===== config.mk =====
export PLATFORM = sky130hd
export DESIGN_NAME = matMulTop
export DESIGN_NICKNAME = d
export VERILOG_FILES = /design/src/logic/matMulPkg.sv /design/src/logic/memReader.sv /design/src/logic/operandStore.sv /design/src/logic/dotProductUnit.sv /design/src/logic/calcSequencer.sv /design/src/logic/resultWriter.sv /design/src/logic/matMulTop.sv
export SDC_FILE = /design/constraint.sdc
export NUM_CORES = 2
export LEC_CHECK = 0
export ABC_AREA = 1
export ABC_CLOCK_PERIOD_IN_PS = 34600
export BUFFER_PORTS_ARGS = -buffer_cell sky130_fd_sc_hd__buf_2
export CAP_MARGIN = 20
export CORE_MARGIN = 8
export CORE_UTILIZATION = 50
export CTS_CLUSTER_DIAMETER = 40
export DETAILED_ROUTE_END_ITERATION = 8
export PLACE_DENSITY = 0.7
export SETUP_SLACK_MARGIN = 0.2
export SLEW_MARGIN = 0
export SYNTH_ARGS = -nofsm -noshare
export SYNTH_HDL_FRONTEND = slang
export SYNTH_SLANG_ARGS = --single-unit

===== constraint.sdc =====
create_clock -name clk -period 34.6 [get_ports clk]
set_input_delay 1.73 -clock clk [delete_from_list [all_inputs] [get_ports clk]]
set_output_delay 1.73 -clock clk [all_outputs]
set_load 0.01 [all_outputs]

===== src/logic/matMulPkg.sv =====
package matMulPkg;

    // matrix geometry, capped at 4 x 4
    localparam int maxDim = 4;
    localparam int matCells = maxDim * maxDim;
    // cycles from raddr to valid rdata
    localparam int readLatency = 2;
    // first result word in external memory
    localparam int resultBase = 32;

    localparam int addrWidth = 16;
    localparam int dataWidth = 16;
    localparam int accWidth = 32;
    localparam int dimWidth = 3;

    typedef logic [dataWidth-1:0] elem_t;
    typedef logic [accWidth-1:0] acc_t;
    typedef logic [addrWidth-1:0] addr_t;
    // legal values 1 to maxDim
    typedef logic [dimWidth-1:0] dim_t;
    typedef logic [$clog2(maxDim)-1:0] idx_t;

    typedef struct packed {
        // rows of A
        dim_t size1;
        // shared inner dimension
        dim_t size2;
        // columns of B
        dim_t size3;
    } matDims_t;

    // one row of A or one column of B, lane 0 in the low bits
    typedef elem_t [maxDim-1:0] lanes_t;

    // single write into the operand store
    typedef struct packed {
        logic en;
        logic selB;
        idx_t row;
        idx_t col;
        elem_t data;
    } storeWr_t;

    // finished element on its way to the result buffer
    typedef struct packed {
        logic en;
        logic [$clog2(matCells)-1:0] idx;
        acc_t data;
    } resWr_t;

    typedef enum logic [1:0] {csFetch, csAccumulate, csStore, csDone} calcState_t;
    typedef enum logic [1:0] {dsIdle, dsMultiply, dsSum} dotState_t;

endpackage


===== src/logic/memReader.sv =====
`timescale 1ns/1ps

module memReader (
    input  logic                          clk,
    input  logic                          rst,
    input  logic                          startR,
    input  matMulPkg::dim_t               size1,
    input  matMulPkg::dim_t               size2,
    input  matMulPkg::dim_t               size3,
    input  logic [matMulPkg::accWidth-1:0] rdata,
    output logic                          ren,
    output matMulPkg::addr_t              raddr,
    output matMulPkg::matDims_t           dims,
    output matMulPkg::storeWr_t           storeWr,
    output logic                          finishR
);
    import matMulPkg::*;

    // word counts reach 2 * matCells, one bit above the largest index
    typedef logic [$clog2(2 * matCells + 1)-1:0] cnt_t;

    logic latched;
    cnt_t aWords;
    cnt_t totalWords;
    cnt_t retIdx;
    cnt_t offB;
    // word indices in flight, oldest at the top
    logic pendValid [readLatency];
    cnt_t pendIdx [readLatency];

    // A words first, B words follow directly
    assign aWords = dims.size1 * dims.size2;
    assign totalWords = aWords + dims.size2 * dims.size3;
    assign retIdx = pendIdx[readLatency-1];
    assign offB = retIdx - aWords;

    always_ff @(posedge clk or posedge rst) begin
        if (rst) begin
            latched <= 1'b0;
            ren <= 1'b0;
            finishR <= 1'b0;
            for (int s = 0; s < readLatency; s++) begin
                pendValid[s] <= 1'b0;
            end
        end else begin
            // sizes taken once, address 0 goes out next cycle
            if (startR && !latched) begin
                latched <= 1'b1;
                ren <= 1'b1;
            end else if (ren && cnt_t'(raddr) == totalWords - cnt_t'(1)) begin
                ren <= 1'b0;
            end
            pendValid[0] <= ren;
            for (int s = 1; s < readLatency; s++) begin
                pendValid[s] <= pendValid[s-1];
            end
            // last word lands this edge
            if (pendValid[readLatency-1] && retIdx == totalWords - cnt_t'(1)) begin
                finishR <= 1'b1;
            end
        end
    end

    always_ff @(posedge clk) begin
        if (startR && !latched) begin
            dims <= '{size1, size2, size3};
            raddr <= '0;
        end else if (ren) begin
            raddr <= raddr + addr_t'(1);
        end
        pendIdx[0] <= cnt_t'(raddr);
        for (int s = 1; s < readLatency; s++) begin
            pendIdx[s] <= pendIdx[s-1];
        end
    end

    // returning word to matrix coordinates
    always_comb begin
        storeWr.en = pendValid[readLatency-1];
        storeWr.data = rdata[dataWidth-1:0];
        if (retIdx < aWords) begin
            storeWr.selB = 1'b0;
            storeWr.row = idx_t'(retIdx / cnt_t'(dims.size2));
            storeWr.col = idx_t'(retIdx % cnt_t'(dims.size2));
        end else begin
            // B rows are size3 wide
            storeWr.selB = 1'b1;
            storeWr.row = idx_t'(offB / cnt_t'(dims.size3));
            storeWr.col = idx_t'(offB % cnt_t'(dims.size3));
        end
    end

endmodule


===== src/logic/operandStore.sv =====
`timescale 1ns/1ps

module operandStore (
    input  logic                clk,
    input  logic                rst,
    input  matMulPkg::storeWr_t storeWr,
    input  matMulPkg::idx_t     row,
    input  matMulPkg::idx_t     col,
    output matMulPkg::lanes_t   rowLanes,
    output matMulPkg::lanes_t   colLanes
);
    import matMulPkg::*;

    // full maxDim x maxDim grids, unused cells stay zero
    elem_t matA [maxDim][maxDim];
    elem_t matB [maxDim][maxDim];

    always_ff @(posedge clk or posedge rst) begin
        if (rst) begin
            // zeros beyond size2 keep the unused lanes out of the sum
            for (int r = 0; r < maxDim; r++) begin
                for (int c = 0; c < maxDim; c++) begin
                    matA[r][c] <= '0;
                    matB[r][c] <= '0;
                end
            end
        end else if (storeWr.en) begin
            if (storeWr.selB) begin
                matB[storeWr.row][storeWr.col] <= storeWr.data;
            end else begin
                matA[storeWr.row][storeWr.col] <= storeWr.data;
            end
        end
    end

    // lane k pairs A[row][k] with B[k][col]
    always_comb begin
        for (int k = 0; k < maxDim; k++) begin
            rowLanes[k] = matA[row][k];
            colLanes[k] = matB[k][col];
        end
    end

endmodule


===== src/logic/dotProductUnit.sv =====
`timescale 1ns/1ps

module dotProductUnit (
    input  logic              clk,
    input  logic              rst,
    input  logic              dotStart,
    input  matMulPkg::dim_t   inner,
    input  matMulPkg::lanes_t rowLanes,
    input  matMulPkg::lanes_t colLanes,
    output matMulPkg::acc_t   dotSum,
    output logic              dotDone
);
    import matMulPkg::*;

    dotState_t state;
    idx_t step;
    acc_t prod [maxDim];
    logic lastStep;

    // step counts the product being added this cycle
    assign lastStep = {1'b0, step} == inner - dim_t'(1);

    always_ff @(posedge clk or posedge rst) begin
        if (rst) begin
            state <= dsIdle;
            step <= '0;
            dotDone <= 1'b0;
        end else begin
            // single-cycle pulse
            dotDone <= 1'b0;
            case (state)
                dsIdle: begin
                    step <= '0;
                    if (dotStart) begin
                        state <= dsMultiply;
                    end
                end
                dsMultiply, dsSum: begin
                    if (lastStep) begin
                        dotDone <= 1'b1;
                        state <= dsIdle;
                    end else begin
                        step <= step + idx_t'(1);
                        state <= dsSum;
                    end
                end
                default: begin
                    state <= dsIdle;
                end
            endcase
        end
    end

    always_ff @(posedge clk) begin
        // all lanes multiplied at once, products held for the sum
        if (state == dsIdle && dotStart) begin
            for (int k = 0; k < maxDim; k++) begin
                prod[k] <= rowLanes[k] * colLanes[k];
            end
        end
        // first step loads, later steps add, wraps mod 2^32
        if (state == dsMultiply) begin
            dotSum <= prod[step];
        end else if (state == dsSum) begin
            dotSum <= dotSum + prod[step];
        end
    end

endmodule


===== src/logic/calcSequencer.sv =====
`timescale 1ns/1ps

module calcSequencer (
    input  logic                clk,
    input  logic                rst,
    input  logic                startC,
    input  logic                finishR,
    input  matMulPkg::matDims_t dims,
    output matMulPkg::idx_t     row,
    output matMulPkg::idx_t     col,
    output logic                dotStart,
    input  logic                dotDone,
    input  matMulPkg::acc_t     dotSum,
    output matMulPkg::resWr_t   resWr,
    output logic                finishC
);
    import matMulPkg::*;

    calcState_t state;
    logic lastCol;
    logic lastRow;

    assign lastCol = {1'b0, col} == dims.size3 - dim_t'(1);
    assign lastRow = {1'b0, row} == dims.size1 - dim_t'(1);

    // operands must all be in the store before the first fetch
    assign dotStart = state == csFetch && startC && finishR;

    // sum stays on dotSum until the next dotStart
    always_comb begin
        resWr.en = state == csStore;
        // row-major slot i * size3 + j
        resWr.idx = row * dims.size3 + col;
        resWr.data = dotSum;
    end

    always_ff @(posedge clk or posedge rst) begin
        if (rst) begin
            state <= csFetch;
            row <= '0;
            col <= '0;
            finishC <= 1'b0;
        end else begin
            case (state)
                csFetch: begin
                    if (dotStart) begin
                        state <= csAccumulate;
                    end
                end
                // products summing in the dot unit
                csAccumulate: begin
                    if (dotDone) begin
                        state <= csStore;
                    end
                end
                csStore: begin
                    if (lastCol) begin
                        col <= '0;
                        row <= row + idx_t'(1);
                    end else begin
                        col <= col + idx_t'(1);
                    end
                    if (lastCol && lastRow) begin
                        finishC <= 1'b1;
                        state <= csDone;
                    end else begin
                        state <= csFetch;
                    end
                end
                // parked until reset
                default: begin
                    state <= csDone;
                end
            endcase
        end
    end

endmodule


===== src/logic/resultWriter.sv =====
`timescale 1ns/1ps

module resultWriter (
    input  logic                clk,
    input  logic                rst,
    input  matMulPkg::resWr_t   resWr,
    input  logic                startW,
    input  logic                finishC,
    input  matMulPkg::matDims_t dims,
    output logic                wen,
    output matMulPkg::addr_t    waddr,
    output matMulPkg::acc_t     wdata,
    output logic                finishW
);
    import matMulPkg::*;

    // counts up to matCells inclusive
    typedef logic [$clog2(matCells + 1)-1:0] cnt_t;

    acc_t resBuf [matCells];
    cnt_t sent;
    cnt_t total;
    logic active;
    logic allSent;

    assign total = dims.size1 * dims.size3;
    assign active = startW && finishC && !finishW;
    assign allSent = sent == total;

    // filled by the sequencer, row-major
    always_ff @(posedge clk) begin
        if (resWr.en) begin
            resBuf[resWr.idx] <= resWr.data;
        end
    end

    always_ff @(posedge clk or posedge rst) begin
        if (rst) begin
            wen <= 1'b0;
            finishW <= 1'b0;
            sent <= '0;
        end else if (active) begin
            // wen drops as finishW rises
            if (allSent) begin
                wen <= 1'b0;
                finishW <= 1'b1;
            end else begin
                wen <= 1'b1;
                sent <= sent + cnt_t'(1);
            end
        end
    end

    // one word per cycle from resultBase up
    always_ff @(posedge clk) begin
        if (active && !allSent) begin
            waddr <= addr_t'(resultBase) + addr_t'(sent);
            wdata <= resBuf[sent[$clog2(matCells)-1:0]];
        end
    end

endmodule


===== src/logic/matMulTop.sv =====
`timescale 1ns/1ps

module matMulTop (
    input  logic                           clk,
    input  logic                           rst,
    input  logic                           startR,
    input  logic                           startC,
    input  logic                           startW,
    input  matMulPkg::dim_t                size1,
    input  matMulPkg::dim_t                size2,
    input  matMulPkg::dim_t                size3,
    input  logic [matMulPkg::accWidth-1:0] rdata,
    output logic                           ren,
    output matMulPkg::addr_t               raddr,
    output logic                           finishR,
    output logic                           finishC,
    output logic                           finishW,
    output logic                           wen,
    output matMulPkg::addr_t               waddr,
    output matMulPkg::acc_t                wdata
);
    import matMulPkg::*;

    // sizes latched by the reader at startR
    matDims_t dims;
    storeWr_t storeWr;
    idx_t row;
    idx_t col;
    lanes_t rowLanes;
    lanes_t colLanes;
    logic dotStart;
    logic dotDone;
    acc_t dotSum;
    resWr_t resWr;

    // read phase, memory into the operand store
    memReader reader_i (
        .clk(clk), .rst(rst), .startR(startR),
        .size1(size1), .size2(size2), .size3(size3),
        .rdata(rdata), .ren(ren), .raddr(raddr),
        .dims(dims), .storeWr(storeWr), .finishR(finishR)
    );

    operandStore store_i (
        .clk(clk), .rst(rst), .storeWr(storeWr), .row(row), .col(col),
        .rowLanes(rowLanes), .colLanes(colLanes)
    );

    // inner length is size2
    dotProductUnit dot_i (
        .clk(clk), .rst(rst), .dotStart(dotStart), .inner(dims.size2),
        .rowLanes(rowLanes), .colLanes(colLanes),
        .dotSum(dotSum), .dotDone(dotDone)
    );

    calcSequencer seq_i (
        .clk(clk), .rst(rst), .startC(startC), .finishR(finishR),
        .dims(dims), .row(row), .col(col), .dotStart(dotStart),
        .dotDone(dotDone), .dotSum(dotSum), .resWr(resWr), .finishC(finishC)
    );

    // write phase, result buffer out to memory
    resultWriter writer_i (
        .clk(clk), .rst(rst), .resWr(resWr), .startW(startW),
        .finishC(finishC), .dims(dims), .wen(wen), .waddr(waddr),
        .wdata(wdata), .finishW(finishW)
    );

endmodule


==> metrics.txt <==
status completed; antenna violations before repair 6; Reg clk slew, reported paths 0.06 ns; Core Util, Final 54.9%; required time of the worst setup path 35.28 ns; Worst Slack Setup Final 22.45 ns; Setup WS pre-CTS 22.65 ns; Clock Tree Root clkbuf_16; via count 70700; Die Area 196000 µm²; max_cap viols 0; # fillers 15800; Clock Path Buffers 3; RSZ-0062 raised after global routing false; max incr delay on CP 0.79 ns; antenna cells 0; kind of critical path register to register; postcts setup bufs 0; largest family of logic cells by synthesized area adder cells; port bufs 87; cts bufs inserted 178; core area 181000 µm²; Horiz. Die Dim 443 µm; CTS hold repair buffers 0; Critical-path top delay cell buf_4; Reg area 35600 µm²; share of layout cells above drive strength 1 6.98%; Final setup viols 0; EDFF count, synth 718; library cells used by synthesis 66; Hold/Removal Path Class register to register; Max Fclk 0.0823 GHz; most used cell along the critical path nand2_1; Slew headroom 16.5%; crit end category register; CTS tree yes; mapped cell area 91200 µm²; R2R Path Start reader_i.dims[3]; Synth Area in Compound Gates 6.88%; DP Wirelength 170000 µm; post-synthesis sequential area ratio 38.9%; Synth async-reset ratio 41.8%; area grow syn2layout 9.05%; mux cell area share after synthesis 0.559%; setup TNS 0 ns; top_reg_cell synth edfxtp_1; Worst setup SP type register; Final Max Slew Viols 0; share of the clock period used by the worst path 35.1%; GPL Wtd Cong 0.948; Cells after Synth 9730; post_cts resized 0; Final Hold Violating Endpoints 0; Final min period 12.15 ns; DRT iter0 DRCs 7510; Crit Path Max Fanout 60; # nets final 11000; I/O pin cnt 115; crit path DAT 12.83 ns; simple-gate area share of the yosys netlist 19.4%; Critical Path Start reader_i.dims[3]; DR WL/cell 20.8 µm; xor/xnor share of the synthesized area 1.89%; num rows 156; first-pass GRT wire length 399000 µm; All-Layer GR Usage 25.3%; pin count of the biggest net entering global routing 173; HP Start reader_i.pendIdx[0][2]; initial core utilization 50.4%; final WL 253000 µm; H-tree depth 4; setup skew after layout 0.0368 ns; die height 443 µm; Via density 5.83; flops & latches, synth 1282; clk sinks 1282; Mean Syn Cell Area 9.38 µm²; later-pin clock latency in the skew report 0.82 ns; vias in the first global route 70800; footprint of the multi-input gates 48700 µm²; DRT Pass-1 Iters 8; adder-cell area share of the yosys netlist 24.4%; DRC Markers 0; YS warnings 0; GRT overflow 0; Worst Tran Pin Value 1.25 ns; ANT nets after route 0
-- per-stage QoR --
step                      hold WS [ns]  cell area (µm²)  cells
final                            0.315            99500  12100
after global routing             0.321            99500  12100
after CTS                        0.315            99500  12100
after detailed placement         0.312            93600  11800
after global placement           0.316            93600  11800
after floorplan                  0.310            91300   9739
-- flip-flops by register name (all words and copies together) (netlist names), 2 cells and up --
name / flops
seq_i.col: 2
reader_i.pendIdx: 12
reader_i.dims: 9
writer_i.resBuf: 512
writer_i.waddr: 5
writer_i.wdata: 32
writer_i.sent: 5
dot_i.step: 2
seq_i.row: 2
dot_i.prod: 128
dot_i.dotSum: 32
store_i.matB: 256
reader_i.raddr: 16
seq_i.state: 2
store_i.matA: 256
dot_i.state: 2
-- logic make-up after synthesis --
family	after synthesis
and+or+nand+nor	4106
xor gates and xnor gates	197
other	2
DFF	1282
AOI/OAI and AO/OA	1001
buffers and inverters	1785
adders and majority gates	1306
muxes	51
-- cells in the mapped netlist (124+ instances only) --
library cell,instances,area [µm²]
inv_1,1178,4420
a32oi_1,129,1130
nand2_1,2501,9390
nor2_1,863,3240
buf_2,162,811
nand4_1,527,3300
nand3_1,125,626
fa_1,792,15900
a21oi_1,317,1590
xor2_1,124,1090
edfxtp_1,718,21600
o21ai_0,298,1490
dfrtp_1,536,13400
ha_1,514,6430
clkbuf_1,339,1270
-- worst paths after layout --
| path | endpoint | slack (ns) | cells after the start |
|---|---|---|---|
| worst max-delay path | store_i.matB[97] | 22.45 | 56 |
| worst min-delay path | reader_i.pendIdx[0][8] | 0.31 | 0 |
| worst max register to register | store_i.matB[97] | 22.45 | 56 |
| worst min register to register | reader_i.pendIdx[0][8] | 0.31 | 0 |
| max in group asynchronous | store_i.matB[129] | 30.94 | 5 |
| min in group asynchronous | store_i.matB[31] | 1.07 | 2 |
-- worst max-delay path: cells and delay by family (launching register included) --
family | cells | cell delay (ns)
compound gates | 11 | 2.67
fa+ha+maj | 10 | 3.39
buf+inv | 9 | 1.89
flops | 1 | 0.66
simple gates | 26 | 3.31
-- cell type report --
| class | instances | area share (%) |
|---|---|---|
| clock inverter | 117 | 1.17 |
| multi-input combinational | 6672 | 48.9 |
| timing repair buffer | 272 | 1.89 |
| inverter | 1205 | 4.57 |
| tap | 2370 | 2.98 |
| clock buffer | 206 | 4.73 |
| sequential | 1282 | 35.7 |
-- routing by layer --
metal  up-vias  routed length (µm)  GRT usage, %
met2      3207              118000          40.8
met5         -                  24             0
met1     35200              103000          34.3
met4         4                9060          9.08
met3       563               22600          4.88
li1      31700                   -             -
-- placed cells by master (no fill, tap or decap), types with 57 or more instances in the layout --
cell type / count
dfrtp_1: 530
xnor2_1: 73
ha_1: 514
clkbuf_16: 182
a21oi_1: 317
o32ai_1: 77
nand4_1: 527
nor2_1: 839
o221ai_1: 57
inv_1: 1171
xor2_1: 124
fa_1: 792
nand3_1: 125
nand2_1: 2501
a32oi_1: 129
o21ai_0: 298
edfxtp_1: 718
buf_2: 87
buf_4: 181
Power is not shown: default switching activity piles up to over one toggle a cycle in this logic, so the estimate is an artifact.
